**config.mk**
```make
export PLATFORM = sky130hd
export DESIGN_NAME = slurm16_cpu_top
export DESIGN_NICKNAME = d
export VERILOG_FILES = /design/src/slurm16_pkg.sv /design/src/slurm16_cpu_execute.sv /design/src/slurm16_cpu_memory_interface.sv /design/src/slurm16_cpu_port_interface.sv /design/src/slurm16_cpu_register_file.sv /design/src/slurm16_cpu_sequencer.sv /design/src/slurm16_cpu_top.sv
export SDC_FILE = /design/constraint.sdc
export NUM_CORES = 1
export LEC_CHECK = 0
export BUFFER_PORTS_ARGS = -buffer_cell sky130_fd_sc_hd__buf_2
export CELL_PAD_IN_SITES_DETAIL_PLACEMENT = 0
export CELL_PAD_IN_SITES_GLOBAL_PLACEMENT = 1
export CORE_ASPECT_RATIO = 1.25
export CORE_MARGIN = 1
export CORE_UTILIZATION = 46
export CTS_CLUSTER_SIZE = 8
export DETAILED_ROUTE_END_ITERATION = 12
export GPL_TIMING_DRIVEN = 1
export PLACE_DENSITY = 0.79
export SLEW_MARGIN = 20
export SYNTH_ARGS = -nofsm -noshare
export SYNTH_HDL_FRONTEND = slang
export SYNTH_SLANG_ARGS = --single-unit
```
**constraint.sdc**
```tcl
create_clock -name CLK -period 5.5 [get_ports CLK]
set_clock_uncertainty 0.2 [all_clocks]
set_input_delay 0.825 -clock CLK [delete_from_list [all_inputs] [get_ports CLK]]
set_output_delay 0.825 -clock CLK [all_outputs]
set_load 0.03 [all_outputs]
```
**src/slurm16_pkg.sv**
```systemverilog
/*
 * Slurm16 shared definitions.
 * Machine widths, the word types, the instruction opcodes and the
 * states of the fetch/execute sequencer.
 */

package slurm16_pkg;

	// ------------------------------------------------------------
	// Machine widths
	// ------------------------------------------------------------

	// The machine is 16 bit with a 16 bit address bus.
	localparam int BITS = 16;
	localparam int ADDRESS_BITS = 16;

	// Sixteen registers need a four bit select.
	localparam int REGISTER_BITS = 4;

	// ------------------------------------------------------------
	// Word types
	// ------------------------------------------------------------

	typedef logic [BITS - 1:0] word_t;
	typedef logic [ADDRESS_BITS - 1:0] addr_t;
	typedef logic [REGISTER_BITS - 1:0] reg_sel_t;

	// The first instruction is fetched from this address after reset.
	localparam addr_t RESET_PC = '0;

	// Opcodes live in the top nibble of every instruction word.
	// Codes 4'hC to 4'hE are unassigned and behave as no-ops.
	typedef enum logic [3:0] {
		OP_ADD  = 4'h0,
		OP_SUB  = 4'h1,
		OP_AND  = 4'h2,
		OP_OR   = 4'h3,
		OP_XOR  = 4'h4,
		OP_LDI  = 4'h5,
		OP_LD   = 4'h6,
		OP_ST   = 4'h7,
		OP_IN   = 4'h8,
		OP_OUT  = 4'h9,
		OP_JMP  = 4'hA,
		OP_JZ   = 4'hB,
		OP_HALT = 4'hF
	} opcode_t;

	// One instruction is in flight at a time, so the sequencer simply
	// walks through these states for each instruction.
	typedef enum logic [2:0] {
		FETCH,
		EXECUTE,
		MEM_WAIT,
		PORT_WAIT,
		WRITEBACK,
		HALTED
	} seq_state_t;

endpackage

```
**src/slurm16_cpu_execute.sv**
```systemverilog
/*
 * CPU execute unit.
 * Decodes the instruction word, runs the ALU, keeps the Z flag,
 * decides on jumps and picks the writeback source.
 */

module slurm16_cpu_execute import slurm16_pkg::*; (
	input  logic     CLK,
	input  logic     rst_n,

	input  word_t    instr,
	input  logic     exec_en,
	input  word_t    a_data,
	input  word_t    b_data,
	input  word_t    mem_rdata,
	input  word_t    port_rdata,
	input  logic     wb_from_mem,

	output reg_sel_t a_sel,
	output reg_sel_t b_sel,
	output reg_sel_t wr_sel,
	output word_t    wr_data,
	output logic     is_mem_op,
	output logic     is_store,
	output logic     is_port_op,
	output logic     is_port_write,
	output logic     is_halt,
	output logic     take_jump,
	output addr_t    jump_target,
	output addr_t    load_addr,
	output word_t    store_data,
	output addr_t    port_addr,
	output word_t    port_wdata
);

	opcode_t  op;
	reg_sel_t rd_sel;
	logic     is_alu;
	logic     writes_rd;
	logic     z_flag;
	word_t    alu_result;

	// ------------------------------------------------------------
	// Field decode
	// ------------------------------------------------------------

	// Layout is op[15:12], rd[11:8], then ra[7:4] and rb[3:0] or imm[7:0].
	assign op = opcode_t'(instr[15:12]);
	assign rd_sel = instr[11:8];
	assign a_sel = instr[7:4];
	assign b_sel = instr[3:0];

	assign is_alu = (op == OP_ADD) || (op == OP_SUB) || (op == OP_AND) ||
		(op == OP_OR) || (op == OP_XOR);
	assign writes_rd = is_alu || (op == OP_LDI) || (op == OP_LD) || (op == OP_IN);

	assign is_mem_op = (op == OP_LD) || (op == OP_ST);
	assign is_store = (op == OP_ST);
	assign is_port_op = (op == OP_IN) || (op == OP_OUT);
	assign is_port_write = (op == OP_OUT);
	assign is_halt = (op == OP_HALT);

	// Every address comes from register ra and every store value from rb.
	assign load_addr = a_data;
	assign jump_target = a_data;
	assign port_addr = a_data;
	assign store_data = b_data;
	assign port_wdata = b_data;

	// ------------------------------------------------------------
	// ALU and flags
	// ------------------------------------------------------------

	always_comb begin
		case (op)
			OP_ADD:  alu_result = a_data + b_data;
			OP_SUB:  alu_result = a_data - b_data;
			OP_AND:  alu_result = a_data & b_data;
			OP_OR:   alu_result = a_data | b_data;
			default: alu_result = a_data ^ b_data;
		endcase
	end

	// Only ALU ops touch Z, so a JZ tests the last ALU result.
	always_ff @(posedge CLK or negedge rst_n) begin
		if (!rst_n)
			z_flag <= 1'b0;
		else if (exec_en && is_alu)
			z_flag <= (alu_result == '0);
	end

	assign take_jump = (op == OP_JMP) || ((op == OP_JZ) && z_flag);

	// ------------------------------------------------------------
	// Writeback source
	// ------------------------------------------------------------

	// Instructions without a result write register ra back with its own
	// value, so the sequencer's write strobe needs no opcode knowledge.
	assign wr_sel = writes_rd ? rd_sel : a_sel;

	always_comb begin
		if (wb_from_mem)
			wr_data = mem_rdata;
		else if (is_alu)
			wr_data = alu_result;
		else if (op == OP_LDI)
			wr_data = {{(BITS - 8){1'b0}}, instr[7:0]};
		else if (op == OP_IN)
			wr_data = port_rdata;
		else
			wr_data = a_data;
	end

endmodule

```
**src/slurm16_cpu_memory_interface.sv**
```systemverilog
/*
 * CPU memory interface.
 * Places fetch, load and store requests on the memory bus, holds them
 * until the bus answers with ready and hands read data back to the core.
 */

module slurm16_cpu_memory_interface import slurm16_pkg::*; (
	input  logic  CLK,
	input  logic  rst_n,

	// Request side, driven by the sequencer.
	input  logic  mem_req,
	input  logic  mem_write,
	input  addr_t mem_addr,
	input  word_t mem_wdata,
	output word_t mem_rdata,
	output logic  mem_done,

	// Memory bus.
	output addr_t memory_address,
	output word_t memory_out,
	input  word_t memory_in,
	output logic  memory_valid,
	output logic  memory_wr,
	input  logic  memory_ready
);

	logic launch;
	logic complete;

	// A new transfer starts when the bus is idle and the sequencer asks.
	// In the mem_done cycle the old request is still up, so it is skipped.
	assign launch = mem_req && !memory_valid && !mem_done;
	assign complete = memory_valid && memory_ready;

	// ------------------------------------------------------------
	// Bus control
	// ------------------------------------------------------------

	always_ff @(posedge CLK or negedge rst_n) begin
		if (!rst_n) begin
			memory_valid <= 1'b0;
			memory_wr <= 1'b0;
			mem_done <= 1'b0;
		end else begin
			mem_done <= complete;
			if (complete) begin
				memory_valid <= 1'b0;
				memory_wr <= 1'b0;
			end else if (launch) begin
				memory_valid <= 1'b1;
				memory_wr <= mem_write;
			end
		end
	end

	// Address and write data are latched once and held for the whole
	// transfer, however long ready stays low.
	always_ff @(posedge CLK) begin
		if (launch) begin
			memory_address <= mem_addr;
			memory_out <= mem_wdata;
		end
		if (complete)
			mem_rdata <= memory_in;
	end

	// The request must not move while the bus is stalling it.
	property p_request_held;
		@(posedge CLK) disable iff (!rst_n)
		memory_valid && !memory_ready |=> memory_valid && $stable(memory_address) &&
			$stable(memory_wr) && $stable(memory_out);
	endproperty

	a_request_held: assert property (p_request_held)
		else $error("memory request changed while memory_ready was low");

endmodule

```
**src/slurm16_cpu_port_interface.sv**
```systemverilog
/*
 * CPU port interface.
 * Registers the port address and data, issues one rd or wr strobe
 * per port instruction and captures the returned port input.
 */

module slurm16_cpu_port_interface import slurm16_pkg::*; (
	input  logic  CLK,
	input  logic  rst_n,

	input  logic  port_go,
	input  logic  is_port_write,
	input  addr_t port_addr,
	input  word_t port_wdata,
	input  word_t port_in,

	output word_t port_rdata,
	output logic  port_done,
	output addr_t port_address,
	output word_t port_out,
	output logic  port_rd,
	output logic  port_wr
);

	// The strobe follows port_go by one cycle and lasts one cycle.
	always_ff @(posedge CLK or negedge rst_n) begin
		if (!rst_n) begin
			port_rd <= 1'b0;
			port_wr <= 1'b0;
			port_done <= 1'b0;
		end else begin
			port_rd <= port_go && !is_port_write;
			port_wr <= port_go && is_port_write;
			port_done <= port_go;
		end
	end

	// Port input is sampled at the edge that closes the rd strobe.
	always_ff @(posedge CLK) begin
		if (port_go) begin
			port_address <= port_addr;
			port_out <= port_wdata;
		end
		if (port_rd)
			port_rdata <= port_in;
	end

	// The two strobes are never high in the same cycle.
	a_no_overlap: assert property (@(posedge CLK) disable iff (!rst_n) !(port_rd && port_wr))
		else $error("port_rd and port_wr high together");

endmodule

```
**src/slurm16_cpu_register_file.sv**
```systemverilog
/*
 * CPU register file.
 * Sixteen 16-bit registers, two asynchronous read ports and one
 * synchronous write port.
 */

module slurm16_cpu_register_file import slurm16_pkg::*; (
	input  logic     CLK,
	input  logic     rst_n,

	input  logic     we,
	input  reg_sel_t wr_sel,
	input  word_t    wr_data,

	input  reg_sel_t a_sel,
	input  reg_sel_t b_sel,
	output word_t    a_data,
	output word_t    b_data
);

	localparam int NUM_REGS = 1 << REGISTER_BITS;

	word_t regs [NUM_REGS];

	// All registers start from zero after reset.
	always_ff @(posedge CLK or negedge rst_n) begin
		if (!rst_n) begin
			for (int i = 0; i < NUM_REGS; i++)
				regs[i] <= '0;
		end else if (we) begin
			regs[wr_sel] <= wr_data;
		end
	end

	// Reads see the current contents, so operands are ready in the
	// execute cycle right after the fetch.
	assign a_data = regs[a_sel];
	assign b_data = regs[b_sel];

endmodule

```
**src/slurm16_cpu_sequencer.sv**
```systemverilog
/*
 * CPU sequencer.
 * Fetch/execute state machine with the program counter, the
 * instruction register and the halt state.
 */

module slurm16_cpu_sequencer import slurm16_pkg::*; (
	input  logic  CLK,
	input  logic  rst_n,

	input  word_t mem_rdata,
	input  logic  mem_done,
	input  logic  port_done,
	input  logic  is_mem_op,
	input  logic  is_store,
	input  logic  is_port_op,
	input  logic  is_halt,
	input  logic  take_jump,
	input  addr_t jump_target,
	input  addr_t load_addr,
	input  word_t store_data,

	output logic  mem_req,
	output logic  mem_write,
	output addr_t mem_addr,
	output word_t mem_wdata,
	output word_t instr,
	output logic  exec_en,
	output logic  port_go,
	output logic  reg_we,
	output logic  wb_from_mem,
	output logic  halted
);

	seq_state_t state;
	addr_t pc;

	// ------------------------------------------------------------
	// State machine
	// ------------------------------------------------------------

	always_ff @(posedge CLK or negedge rst_n) begin
		if (!rst_n) begin
			state <= FETCH;
			pc <= RESET_PC;
			instr <= '0;
		end else begin
			case (state)
				FETCH: if (mem_done) begin
					instr <= mem_rdata;
					pc <= pc + 1'b1;
					state <= EXECUTE;
				end
				EXECUTE: begin
					// The pc already points past this instruction.
					if (take_jump)
						pc <= jump_target;
					if (is_halt)
						state <= HALTED;
					else if (is_mem_op)
						state <= MEM_WAIT;
					else if (is_port_op)
						state <= PORT_WAIT;
					else
						state <= WRITEBACK;
				end
				MEM_WAIT: if (mem_done)
					state <= FETCH;
				PORT_WAIT: if (port_done)
					state <= WRITEBACK;
				WRITEBACK: state <= FETCH;
				default: state <= HALTED;	// HALTED is left only by reset.
			endcase
		end
	end

	// The memory request is up for the whole fetch and data access.
	assign mem_req = (state == FETCH) || (state == MEM_WAIT);
	assign mem_write = (state == MEM_WAIT) && is_store;
	assign mem_addr = (state == MEM_WAIT) ? load_addr : pc;
	assign mem_wdata = store_data;

	assign exec_en = (state == EXECUTE);
	assign port_go = (state == EXECUTE) && is_port_op;

	// A load writes its register in the cycle its data comes back.
	assign reg_we = (state == WRITEBACK) || ((state == MEM_WAIT) && mem_done && !is_store);
	assign wb_from_mem = (state == MEM_WAIT);
	assign halted = (state == HALTED);

	// Each instruction is executed in a single cycle and never twice.
	a_exec_single: assert property (@(posedge CLK) disable iff (!rst_n) exec_en |=> !exec_en)
		else $error("exec_en high for two cycles in a row");

endmodule

```
**src/slurm16_cpu_top.sv**
```systemverilog
/*
 * Slurm16 CPU top level.
 * Joins the memory interface, sequencer, execute unit, register
 * file and port interface to the memory and port buses.
 */

module slurm16_cpu_top import slurm16_pkg::*; (
	input  logic  CLK,
	input  logic  rst_n,

	// Memory bus, request held until ready.
	output addr_t memory_address,
	input  word_t memory_in,
	output word_t memory_out,
	output logic  memory_valid,
	output logic  memory_wr,
	input  logic  memory_ready,

	// Port bus with one-cycle strobes.
	output addr_t port_address,
	input  word_t port_in,
	output word_t port_out,
	output logic  port_rd,
	output logic  port_wr,

	output logic  halted
);

	// ------------------------------------------------------------
	// Internal nets, named as on the block ports
	// ------------------------------------------------------------

	logic mem_req, mem_write, mem_done;
	addr_t mem_addr;
	word_t mem_wdata, mem_rdata;

	word_t instr;
	logic exec_en, port_go, reg_we, wb_from_mem, port_done;
	logic is_mem_op, is_store, is_port_op, is_port_write, is_halt, take_jump;
	addr_t jump_target, load_addr, port_addr;
	word_t store_data, port_wdata, port_rdata;

	reg_sel_t a_sel, b_sel, wr_sel;
	word_t a_data, b_data, wr_data;

	// ------------------------------------------------------------
	// Blocks
	// ------------------------------------------------------------

	slurm16_cpu_memory_interface cpu_mem0 (.*);

	slurm16_cpu_sequencer cpu_seq0 (.*);

	slurm16_cpu_execute cpu_exec0 (.*);

	// The write strobe comes straight from the sequencer.
	slurm16_cpu_register_file cpu_reg0 (
		.*,
		.we(reg_we)
	);

	slurm16_cpu_port_interface cpu_prt0 (.*);

endmodule

```
Yosys cells after proc, flatten, opt, wreduce, memory -nomap -nowiden
Index checks and enable logic that the tools add are counted.
{"block": "word_totals", "ff_bits": 394, "in_bits": 35, "output_inout_bits": 69, "word_cells": 132}
{"block": "op_classes", "add_sub_neg": 3, "order_cmp": 4, "eq_ne": 21, "n_mux": 30, "bitwise_logic": 6, "reduce_logical": 36}
{"op": "256-bit bitwise mux", "count": 1}
{"op": "16-bit two-way mux", "count": 12}
{"op": "16-bit binary-select mux with 4-bit select", "count": 2}
{"op": "16-bit demux with 4-bit select", "count": 1}
{"op": "16-bit one-hot mux with 4 select lines", "count": 1}
{"op": "16-bit one-hot mux with 2 select lines", "count": 1}
{"op": "4-bit == test, second input constant", "count": 5}
{"op": "3-bit two-way mux", "count": 6}
{"op": "16-bit by 1-bit adder with 16-bit output, second input constant", "count": 1}
{"op": "16-bit adder", "count": 1}
{"op": "16-bit AND", "count": 1}
{"op": "4-bit by 3-bit == test with 1-bit output, second input constant", "count": 4}
{"op": "16-bit logical NOT", "count": 1}
{"op": "16-bit bitwise OR", "count": 1}
{"op": "16-bit subtractor", "count": 1}
{"op": "16-bit bitwise XOR", "count": 1}
{"op": "5-bit greater-or-equal comparator, second input constant", "count": 3}
{"op": "4-bit inverter with 5-bit output", "count": 3}
{"op": "3-bit one-hot mux with 5 select lines", "count": 1}
{"op": "1-bit logical AND", "count": 12}
{"op": "1-bit logical OR", "count": 12}
{"op": "4-bit by 2-bit == test with 1-bit output, second input constant", "count": 2}
{"op": "3-bit by 2-bit == test with 1-bit output, second input constant", "count": 2}
{"op": "3-bit == test, second input constant", "count": 2}
{"op": "13 further kinds", "count": 23}

Depth between registers and ports, before layout
Gate-level depths: netlist of the first run.
{"block": "depth", "depth_word": 15, "depth_mapped": 25, "mapped_depth_nobuf": 20}

Modules after synthesis
A second synthesis of the first run with hierarchy kept.
{"block": "hier_totals", "cells_unflattened": 1681, "hier_area_um2": 21861.0}
{"mod": "slurm16_cpu_register_file", "instances": 1, "cells_each": 848, "area_per_inst_um2": 13310.3, "seq_area_each_um2": 6406.1}
{"mod": "slurm16_cpu_execute", "instances": 1, "cells_each": 476, "area_per_inst_um2": 3350.7, "seq_area_each_um2": 25.0}
{"mod": "slurm16_cpu_sequencer", "instances": 1, "cells_each": 246, "area_per_inst_um2": 2097.0, "seq_area_each_um2": 875.8}
{"mod": "slurm16_cpu_memory_interface", "instances": 1, "cells_each": 58, "area_per_inst_um2": 1570.3, "seq_area_each_um2": 1516.5}
{"mod": "slurm16_cpu_port_interface", "instances": 1, "cells_each": 53, "area_per_inst_um2": 1532.7, "seq_area_each_um2": 1516.5}

Worst setup path after synthesis of the first run
Ideal clock, no wire load.
{"block": "synth_path", "path_type": "register -> register", "from": "register cpu_seq0.instr[0]", "to": "register cpu_reg0.regs[101] (netlist bit)", "setup_time_ns": 0.065, "arrival_time_ns": 5.093, "required_ns": 5.235, "setup_slack_ns": 0.142, "path_stages_with_launch": 25, "path_buffers": 5, "period_less_slack_ns": 5.358, "cell_sequence": "dfrtp_1 > buf_6 > buf_12 > buf_12 > buf_12 > mux2i_1 > a221oi_1 > nor2_1 > o21ai_0 > inv_1 > ha_1 > nor2_1 > a21oi_1 > inv_1 > ha_1 > nor2b_1 > o21a_1 > o21ai_0 > a21boi_0 > or4b_2 > a31oi_1 > a21oi_1 > o21ai_1 > clkbuf_1 > mux2_2"}
{"block": "synth_via", "elab_chain_len": 9, "word_cells_on_any_way": 13, "classes_between": "add/sub: 2; mux: 7; bitwise: 4"}
{"element": "start: declaration", "line_no": "slurm16_cpu_sequencer.sv:27", "source": "output word_t instr,"}
{"element": "start signal: assignment", "line_no": "slurm16_cpu_sequencer.sv:50", "source": "instr <= mem_rdata;"}
{"element": "4-bit inverter with 5-bit output (not written as such) (*)", "line_no": "slurm16_cpu_register_file.sv:38", "source": "assign b_data = regs[b_sel];"}
{"element": "16-bit binary-select mux with 4-bit select (*)", "line_no": "slurm16_cpu_register_file.sv:38"}
{"element": "16-bit two-way mux (not written as such) (*) (2 in series)", "line_no": "slurm16_cpu_register_file.sv:38"}
{"element": "net b_data[1]", "line_no": "slurm16_cpu_top.sv:44", "source": "word_t a_data, b_data, wr_data;"}
{"element": "16-bit subtractor / 16-bit adder (equally long branches)", "line_no": "slurm16_cpu_execute.sv:77, slurm16_cpu_execute.sv:76"}
{"element": "16-bit one-hot mux with 4 select lines (*)", "line_no": "slurm16_cpu_execute.sv:75", "source": "case (op)"}
{"element": "16-bit two-way mux (*)", "line_no": "slurm16_cpu_execute.sv:105", "source": "else if (is_alu)"}
{"element": "16-bit two-way mux (*)", "line_no": "slurm16_cpu_execute.sv:103", "source": "if (wb_from_mem)"}
{"element": "256-bit bitwise mux (*)", "line_no": "slurm16_cpu_register_file.sv:31", "source": "regs[wr_sel] <= wr_data;"}
{"element": "end signal: indexed assignment", "line_no": "slurm16_cpu_register_file.sv:31"}
{"element": "end: declaration", "line_no": "slurm16_cpu_register_file.sv:23", "source": "word_t regs [NUM_REGS];"}
The timed path passes the listed nets; every way through them passes the cells marked *. The select of a mux whose other input is x is not followed.
A chain may end at the register's enable or synchronous reset.

Worst setup path after layout of the first run
{"block": "layout_path", "from": "register cpu_seq0.instr[0]", "to": "register cpu_exec0.z_flag"}
{"block": "layout_via", "elab_chain_len": 7, "word_cells_on_any_way": 11, "classes_between": "add/sub: 2; mux: 4; bitwise: 4; reduce/logical: 1"}
{"element": "4-bit inverter with 5-bit output (not written as such) (*)", "line_no": "slurm16_cpu_register_file.sv:38"}
{"element": "16-bit binary-select mux with 4-bit select (*)", "line_no": "slurm16_cpu_register_file.sv:38"}
{"element": "16-bit two-way mux (not written as such) (*) (2 in series)", "line_no": "slurm16_cpu_register_file.sv:38"}
{"element": "net b_data[1]", "line_no": "slurm16_cpu_top.sv:44"}
{"element": "16-bit subtractor, or another cell as far along", "line_no": "slurm16_cpu_execute.sv:77", "source": "OP_SUB: alu_result = a_data - b_data;"}
{"element": "16-bit one-hot mux with 4 select lines (*)", "line_no": "slurm16_cpu_execute.sv:75"}
{"element": "16-bit logical NOT (*)", "line_no": "slurm16_cpu_execute.sv:89", "source": "z_flag <= (alu_result == '0);"}
{"element": "end signal: assignment", "line_no": "slurm16_cpu_execute.sv:89"}
{"element": "end: declaration", "line_no": "slurm16_cpu_execute.sv:40", "source": "logic z_flag;"}
Marks and branches as above.

==> results.json, run 1 <==
{
  "status": "complete, no violations",
  "drtAntennaViolNets": 0,
  "grt_pass1_vias": 15800,
  "firstDrtPassIters": 5,
  "critPathArrivalTime_ns": 5.69,
  "multiInputGateArea_um2": 10300,
  "maxCapViolCount": 0,
  "synth_cell_types": 69,
  "groute.layer.met3.usage_pct": 3.95,
  "pre_cts_ws_ns": -0.0305,
  "fp.coreArea_um2": 45400,
  "synth_edf_count": 96,
  "fmax_ghz": 0.185,
  "ioPinCount": 104,
  "overflow": 0,
  "seqCellArea_um2": 10400,
  "dp_cells": 2418,
  "period_needed_ns": 5.39,
  "yosysMostFrequentCell": "dfrtp_1",
  "cts-root-buf": "clkbuf_16",
  "clock_path_buffers": 3,
  "fin_util_pct": 54.1,
  "synth_area_per_cell_um2": 12.2,
  "grt_pass1_wl_um": 96200,
  "synth_ff_type": "dfrtp_1",
  "dieArea_um2": 47300,
  "insertion_delay_ns": 0.59,
  "syn_inst": 1750,
  "met1_usage_pct": 32.9,
  "setup_tns_ns": 0,
  "cts_buffers": 55,
  "cts_sinks": 394,
  "start_util_pct": 47.0,
  "relSlewSlack_pct": 28.4,
  "h-tree-depth": 2,
  "fin_cells": 2506,
  "rsz0062_at_grt": "yes",
  "hold_viol": 0,
  "setup_viol_count_final": 0,
  "nNetsFinal": 1993,
  "async_flop_share_pct": 75.6,
  "dpl.hpwl_um": 43200,
  "place_area_um2": 22900,
  "die_w_um": 195,
  "cts_tree": "built",
  "synth_common_cells": "dfrtp_1 (298), nand2_1 (252), mux2_2 (172)",
  "ys_warn_count": 0,
  "fin_area_um2": 24600,
  "yosys.area.top_type": "dfrtp_1",
  "grt.busiest_layer": "met2",
  "tightest_slew_ns": 1.07,
  "syn-num-nets": 1836,
  "fillers": 3786,
  "dr_total_vias": 15400,
  "leakage_nw": 10.8,
  "powerDensity_nw_per_um2": 703,
  "io_buffers": 103,
  "critical_path_class": "register to register",
  "die_h_um": 243,
  "drt_iter0_markers": 1199,
  "netlist_top_cells_area": "dfrtp_1 (35%), mux4_2 (14%), edfxtp_1 (14%)",
  "syn_area_um2": 21300,
  "syn_to_final_growth_pct": 15.1,
  "cp_max_fo": 7,
  "post-route-period-util_pct": 98.1,
  "place_congestion": 0.957,
  "ir_drop_mv": 0.297,
  "layout-drive-gt1-share_pct": 33.1,
  "drv_slew": 0,
  "wire_per_inst_um": 25.3,
  "hold_class": "input pin to async pin",
  "grtUsageMet2_pct": 46.4,
  "wirelength_um": 63300,
  "antenna_found_initial": 0,
  "grt_use_total_pct": 27.2,
  "antenna_cells": 0,
  "end_kind": "register",
  "fin_total_pwr_mw": 17.3,
  "rows": 87,
  "cp.required_ns": 5.80,
  "post-route-drc-count": 0,
  "yosys.area.top_type_share_pct": 34.9,
  "clk_pin_slew_ns": 0.06,
  "seq_area_frac_synth_pct": 48.5,
  "layout_setup_ws_ns": 0.105,
  "grt_max_degree": 119,
  "critPathLaunchType": "register",
  "ys_ff_latch": 394,
  "routed_via_density": 6.13,
  "hold_ws_ns": 0.0542
}
==> sequential cells by signal (all words and copies together) (netlist names) <==
register                 count
cpu_exec0.z_flag             1
cpu_mem0.mem_done            1
cpu_mem0.mem_rdata          16
cpu_mem0.memory_address     16
cpu_mem0.memory_out         16
cpu_mem0.memory_valid        1
cpu_mem0.memory_wr           1
cpu_prt0.port_address       16
cpu_prt0.port_done           1
cpu_prt0.port_out           16
cpu_prt0.port_rd             1
cpu_prt0.port_rdata         16
cpu_prt0.port_wr             1
cpu_reg0.regs              256
cpu_seq0.instr              16
cpu_seq0.pc                 16
cpu_seq0.state               3
==> logic make-up after synthesis <==
| family | share of synthesized area, % |
|---|---|
| compound gates | 8.92 |
| flops | 48.5 |
| mux | 26.1 |
| simple gates | 8.95 |
| buf+inv | 3.71 |
| xor+xnor | 0.821 |
| fa+ha+maj | 3.03 |
==> cell usage in the layout (no fill, tap or decap), types with 56 or more instances in the layout <==
cell | Yosys | final
buf_4 | 0 | 119
mux2_2 | 172 | 172
edfxtp_1 | 96 | 96
mux4_2 | 133 | 133
dfrtp_1 | 298 | 293
nor2_1 | 58 | 56
a21oi_1 | 72 | 69
buf_2 | 14 | 102
nand2_1 | 252 | 252
o21ai_0 | 136 | 133
==> critical path, cell delays in order (launching register included) <==
cell and delay [ns]:
dfrtp_4 0.53, clkbuf_4 0.21, buf_4 0.15, mux2i_1 0.13
a221oi_2 0.39, nor2_2 0.12, o21ai_2 0.17, inv_1 0.08
ha_1 0.27, nor2_1 0.14, a21oi_2 0.07, fa_2 0.35
nor2b_2 0.14, o21ai_1 0.09, a21boi_0 0.18, buf_4 0.15
o21ai_1 0.09, buf_4 0.17, xnor2_1 0.13, a222oi_1 0.25
buf_4 0.18, or3b_2 0.43, or4_1 0.47, o31ai_1 0.19
==> layer usage <==
layer	wire length, um	share of wire (%)
met1	23900	38
met2	31900	50
met3	3820	6.0
met4	3700	5.8
met5	0	0
==> path summary, 6_finish.rpt <==
| check | depth (start not counted) | from | endpoint | slack, ns |
|---|---|---|---|---|
| max | 23 | cpu_seq0.instr[0] | cpu_exec0.z_flag | 0.11 |
| min | 1 | rst_n | cpu_prt0.port_wr | 0.05 |
| min reg2reg | 2 | cpu_reg0.regs[203] | cpu_reg0.regs[203] | 0.29 |
| max reg2reg | 23 | cpu_seq0.instr[0] | cpu_exec0.z_flag | 0.11 |
| max in group asynchronous | 2 | rst_n | cpu_seq0.instr[0] | 3.80 |
| min in group CLK | 1 | memory_in[6] | cpu_mem0.mem_rdata[6] | 0.21 |
==> area by class of cell <==
class                           instances  share of cell area, %
Sequential cell                       394                   42.1
Multi-Input combinational cell       1176                   41.8
Timing Repair Buffer                  228                   6.21
Clock buffer                           75                   5.91
Tap cell                              578                   2.94
Inverter                               52                  0.795
Clock inverter                          3                  0.163
==> power by group <==
group	total [mW]	switching (mW)	internal, mW
Sequential	4.81	0.799	4.01
Clock	3.02	1.22	1.80
Combinational	9.45	5.45	4.00
==> repair_timing <==
item | in CTS | in global routing
pin swaps | 1 | 1
endpoints found under the hold margin | 0 | 0
hold buffers | 0 | 0
endpoints found under the setup margin | 1 | 102
resized for setup | 2 | 12
buffers inserted | 2 | 8
No activity file was read; power rests on OpenSTA's default activity.
==> run 2: changes to the inputs <==
--- a/config.mk
+++ b/config.mk
@@ -8,13 +8,13 @@
 export BUFFER_PORTS_ARGS = -buffer_cell sky130_fd_sc_hd__buf_2
 export CELL_PAD_IN_SITES_DETAIL_PLACEMENT = 0
 export CELL_PAD_IN_SITES_GLOBAL_PLACEMENT = 1
-export CORE_ASPECT_RATIO = 1.25
 export CORE_MARGIN = 1
 export CORE_UTILIZATION = 46
 export CTS_CLUSTER_SIZE = 8
 export DETAILED_ROUTE_END_ITERATION = 12
 export GPL_TIMING_DRIVEN = 1
 export PLACE_DENSITY = 0.79
+export RECOVER_POWER = 50
 export SLEW_MARGIN = 20
 export SYNTH_ARGS = -nofsm -noshare
 export SYNTH_HDL_FRONTEND = slang
==> results.json, run 2 (synthesis gave the netlist of run 1 again) <==
{
  "status": "finished, violations left",
  "violations": "max-capacitance violations, max-slew violations",
  "grt_use_total_pct": 27.4,
  "post-route-drc-count": 0,
  "wirelength_um": 63600,
  "nNetsFinal": 1980,
  "dr_total_vias": 15200,
  "cts_sinks": 394,
  "fmax_ghz": 0.190,
  "cts_hold_buffers": 0,
  "maxCapViolCount": 3,
  "grt_pass1_vias": 15400,
  "r2r-end": "cpu_reg0.regs[190]",
  "final_common_cell": "dfrtp_1",
  "start_util_pct": 46.8,
  "grt_max_degree": 116,
  "hold_viol": 0,
  "powerDensity_nw_per_um2": 707,
  "rr_worst_depth": 21,
  "antenna_cells": 0,
  "period_needed_ns": 5.26,
  "critical_path_class": "register to register",
  "cts_buffers": 55,
  "worstPathBufferInverterCount": 4,
  "critPathLaunch": "cpu_seq0.instr[0]",
  "place_congestion": 0.925,
  "insertion_delay_ns": 0.60,
  "crit_path_end": "cpu_reg0.regs[190]",
  "clk_pin_slew_ns": 0.05,
  "drv_slew": 159,
  "worst_path_largest_cell_delay_ns": 0.54,
  "fillers": 3846,
  "dieArea_um2": 47200,
  "cp_max_fo": 16,
  "clock_path_buffers": 3,
  "post-route-period-util_pct": 95.7,
  "leakage_nw": 10.6,
  "syn_to_final_growth_pct": 14.8,
  "rows": 78,
  "die_h_um": 217,
  "regMostFlops": "cpu_reg0.regs",
  "path_cells": "buf_6 -> mux4_1 -> a22o_1 -> a221oi_4 -> or3b_4 -> nor4_4 -> buf_4 -> a21oi_1 -> xnor2_1 -> ha_1 -> a21oi_2 -> nor2b_1 -> nor2_1 -> o211ai_1 -> and3_1 -> o31ai_1 -> buf_4 -> o21ai_0 -> o21ai_2 -> buf_6 -> mux2_2",
  "crit_path_top_delay_cell": "mux4_1",
  "critical_path_depth": 21,
  "overflow": 0,
  "routed_via_density": 6.04,
  "dpl.hpwl_um": 42900,
  "critPathLaunchType": "register",
  "grt_pass1_wl_um": 96400,
  "wire_per_inst_um": 25.2,
  "die_w_um": 217,
  "largest_reg_flops": 256,
  "h-tree-depth": 2,
  "layout_common_cells": "dfrtp_1 (294), nand2_1 (252), mux2_2 (172)",
  "cp.required_ns": 5.82,
  "crit_family": "compound AO/OA/AOI/OAI gates",
  "critPathArrivalTime_ns": 5.59,
  "setup_viol_count_final": 0,
  "cts_tree": "built",
  "layout-drive-gt1-share_pct": 30.6,
  "reg2reg_slack_ns": 0.24,
  "hold_class": "input pin to register",
  "relSlewSlack_pct": -107,
  "ir_drop_mv": 0.349,
  "hold_ws_ns": 0.199,
  "drt_iter0_markers": 1270,
  "tightest_slew_ns": 3.11,
  "firstDrtPassIters": 7,
  "ioPinCount": 104,
  "timing.rr.start": "cpu_seq0.instr[0]",
  "fp.coreArea_um2": 45600,
  "end_kind": "register",
  "io_buffers": 103,
  "cts-root-buf": "clkbuf_16",
  "antenna_found_initial": 0,
  "drtAntennaViolNets": 0,
  "setup_tns_ns": 0
}
## run 2: what timing repair did
item | 4_1_cts | 5_1_grt
endpoints found under the setup margin | 17 | 147
setup buffers | 0 | 13
pin swaps | 0 | 5
gates resized for setup | 3 | 22
## run 2: per-layer routing
metal	vias up	global-route usage, %	routed length, um
li1	6743	-	-
met1	7715	35.5	25400
met2	633	44.9	30800
met3	157	4.81	4460
met4	0	12.9	2890
met5	-	0	0
## run 2: worst min path at each step
stage,slack (ns),end,start,depth (start not counted)
after floorplan,0.25,cpu_seq0.instr[3],cpu_mem0.mem_rdata[3],2
after global placement,0.27,cpu_reg0.regs[141],cpu_reg0.regs[141],2
after detailed placement,0.28,cpu_reg0.regs[185],cpu_reg0.regs[185],2
after CTS,0.16,cpu_seq0.pc[12],rst_n,1
after global routing,0.19,cpu_prt0.port_rdata[9],port_in[9],1
final,0.20,cpu_prt0.port_rdata[11],port_in[11],1
## run 2: metrics by stage
step / utilization (%) / area [um^2] / instances / setup WS [ns] / total power [mW]
after floorplan: - / 21300 / 1750 / 0.142 / 10.9
after global placement: 50.1 / 22800 / 2424 / -0.175 / 13.6
after detailed placement: 50.1 / 22800 / 2424 / -0.196 / 13.8
after CTS: 53.5 / 24400 / 2510 / 0.0312 / 17.0
after global routing: 53.7 / 24500 / 2523 / -0.0209 / 18.4
final: 53.7 / 24500 / 2523 / 0.236 / 17.3
## run 2: cell type report
type	instances	area (um^2)	area share (%)
Clock buffer	85	1530	6.25
Inverter	52	195	0.797
Timing Repair Buffer	215	1370	5.58
Sequential cell	394	10300	42.3
Clock inverter	1	7.51	0.0307
Tap cell	600	751	3.07
Multi-Input combinational cell	1176	10300	42.0
## run 2: report_power, final
group / switching, mW / leakage [nW] / internal, mW / total (mW)
clock network: 1.25 / 0.736 / 1.87 / 3.12
logic: 5.50 / 4.98 / 3.97 / 9.47
registers: 0.718 / 4.91 / 4.01 / 4.73
==> run 3: changes to the inputs <==
==> constraint.sdc (replaced) <==
create_clock -name CLK -period 5.5 [get_ports CLK]
set_clock_uncertainty 0.2 [all_clocks]
set_input_delay 0 -clock CLK [delete_from_list [all_inputs] [get_ports CLK]]
set_output_delay 0 -clock CLK [all_outputs]
set_load 0.03 [all_outputs]
==> results.json, run 3 (synthesis gave the netlist of run 1 again) <==
{
  "antenna_found_initial": 0,
  "fp.coreArea_um2": 45600,
  "cp.required_ns": 5.79,
  "grt_use_total_pct": 27.9,
  "firstDrtPassIters": 9,
  "powerDensity_nw_per_um2": 688,
  "drt_iter0_markers": 1401,
  "final_common_cell": "dfrtp_1",
  "hold_viol": 0,
  "clock_path_buffers": 3,
  "overflow": 0,
  "critical_path_class": "register to register",
  "place_congestion": 0.911,
  "regMostFlops": "cpu_reg0.regs",
  "die_h_um": 217,
  "cts_buffers": 55,
  "syn_to_final_growth_pct": 17.5,
  "leakage_nw": 10.8,
  "maxCapViolCount": 6,
  "routed_via_density": 5.99,
  "setup_viol_count_final": 0,
  "drv_slew": 323,
  "layout-drive-gt1-share_pct": 27.4,
  "cp_max_fo": 8,
  "layout_setup_ws_ns": 0.274,
  "grt_max_degree": 112,
  "cts_sinks": 394,
  "status": "finished, violations left",
  "hold_class": "register to register",
  "largest_reg_flops": 256,
  "relSlewSlack_pct": -122,
  "insertion_delay_ns": 0.61,
  "fin_total_pwr_mw": 17.2,
  "start_util_pct": 46.8,
  "violations": "max-capacitance violations, max-slew violations",
  "hold_ws_ns": 0.297,
  "layout_common_cells": "dfrtp_1 (294), nand2_1 (252), mux2_2 (172)",
  "clk_pin_slew_ns": 0.05,
  "grt_pass1_wl_um": 98300,
  "post-route-period-util_pct": 95.0,
  "dieArea_um2": 47200,
  "cts_tree": "built",
  "end_kind": "register",
  "period_needed_ns": 5.23,
  "pre_cts_ws_ns": -0.00817,
  "fmax_ghz": 0.191,
  "ir_drop_mv": 0.325,
  "wire_per_inst_um": 24.9,
  "min_path_cells": 2,
  "post-route-drc-count": 0,
  "tightest_slew_ns": 3.33,
  "critPathArrivalTime_ns": 5.52,
  "antenna_cells": 0,
  "cts-root-buf": "clkbuf_16",
  "ioPinCount": 104,
  "rows": 78,
  "dr_total_vias": 15500,
  "grt_pass1_vias": 16000,
  "nNetsFinal": 2047,
  "drtAntennaViolNets": 0,
  "rr_worst_depth": 22,
  "wirelength_um": 64400,
  "io_buffers": 103,
  "dpl.hpwl_um": 43000,
  "h-tree-depth": 2,
  "critPathLaunchType": "register",
  "die_w_um": 217
}
## run 3: cell types whose count changed in the layout (fill, tap and decap cells not counted), moves of 3 or more
cell           previous run  this run
buf_2                    67        31
a21oi_1                  69        72
dlygate4sd3_1             0        67
a21oi_2                   3         0
clkbuf_1                 66       100
## run 3: critical path: stages (launching register included)
cell      delay (ns)
dfrtp_4         0.45
buf_4           0.17
mux4_1          0.55
a22o_1          0.28
a221oi_4        0.21
or3b_4          0.45
nor2_1          0.16
nand2_1         0.10
nor2_2          0.18
buf_4           0.15
a21oi_1         0.06
xnor2_1         0.14
ha_1            0.39
o21ai_0         0.13
a21oi_1         0.22
and3_1          0.18
o31ai_1         0.06
buf_4           0.15
o21ai_0         0.19
o21ai_2         0.09
buf_4           0.17
buf_6           0.14
mux2_2          0.27
## run 3: path summary, 6_finish.rpt
kind / startpoint / endpoint / slack (ns)
max: cpu_seq0.instr[0] / cpu_reg0.regs[142] / 0.27
min: cpu_reg0.regs[155] / cpu_reg0.regs[155] / 0.30
max reg2reg: cpu_seq0.instr[0] / cpu_reg0.regs[142] / 0.27
min reg2reg: cpu_reg0.regs[155] / cpu_reg0.regs[155] / 0.30
max in group asynchronous: rst_n / cpu_seq0.instr[0] / 0.79
min in group asynchronous: rst_n / cpu_prt0.port_wr / 1.30
## run 3: layout make-up
class / count / area (um^2)
Clock buffer: 79 / 1490
Clock inverter: 3 / 32.5
Fill cell: 3816 / 20500
Inverter: 52 / 195
Multi-Input combinational cell: 1176 / 10300
Sequential cell: 394 / 10300
Tap cell: 600 / 751
Timing Repair Buffer: 282 / 1990
## run 3: metal layers
layer / vias to the layer above / track usage (%) / wire (um)
met1: 7865 / 36.7 / 26600
met4: 0 / 12.5 / 2680
met2: 599 / 45.6 / 31100
met5: - / 0 / 0
li1: 6867 / - / -
met3: 151 / 4.42 / 4100
## run 3: timing repair
action / in CTS / in global routing
hold endpoints to repair: 191 / 0
setup endpoints to repair: 19 / 80
cloned: 0 / 1
resized for setup: 1 / 18
hold buffers: 68 / 0
buffers inserted: 2 / 2
pin swaps: 0 / 2
## run 3: metrics by stage
stage / std cells / util [%] / instance area [um^2] / TNS (ns)
after detailed placement: 2431 / 50.2 / 22900 / -0.00817
after floorplan: 1750 / - / 21300 / 0
final: 2586 / 55.0 / 25100 / 0
after global routing: 2586 / 55.0 / 25100 / -0.0149
after CTS: 2583 / 55.1 / 25100 / 0
after global placement: 2430 / 50.2 / 22900 / 0
## run 3: power breakdown
| group | leakage, nW | total, mW | switching (mW) | internal (mW) |
|---|---|---|---|---|
| registers | 4.91 | 4.77 | 0.757 | 4.01 |
| clock network | 0.729 | 3.10 | 1.26 | 1.84 |
| logic | 5.15 | 9.37 | 5.47 | 3.90 |
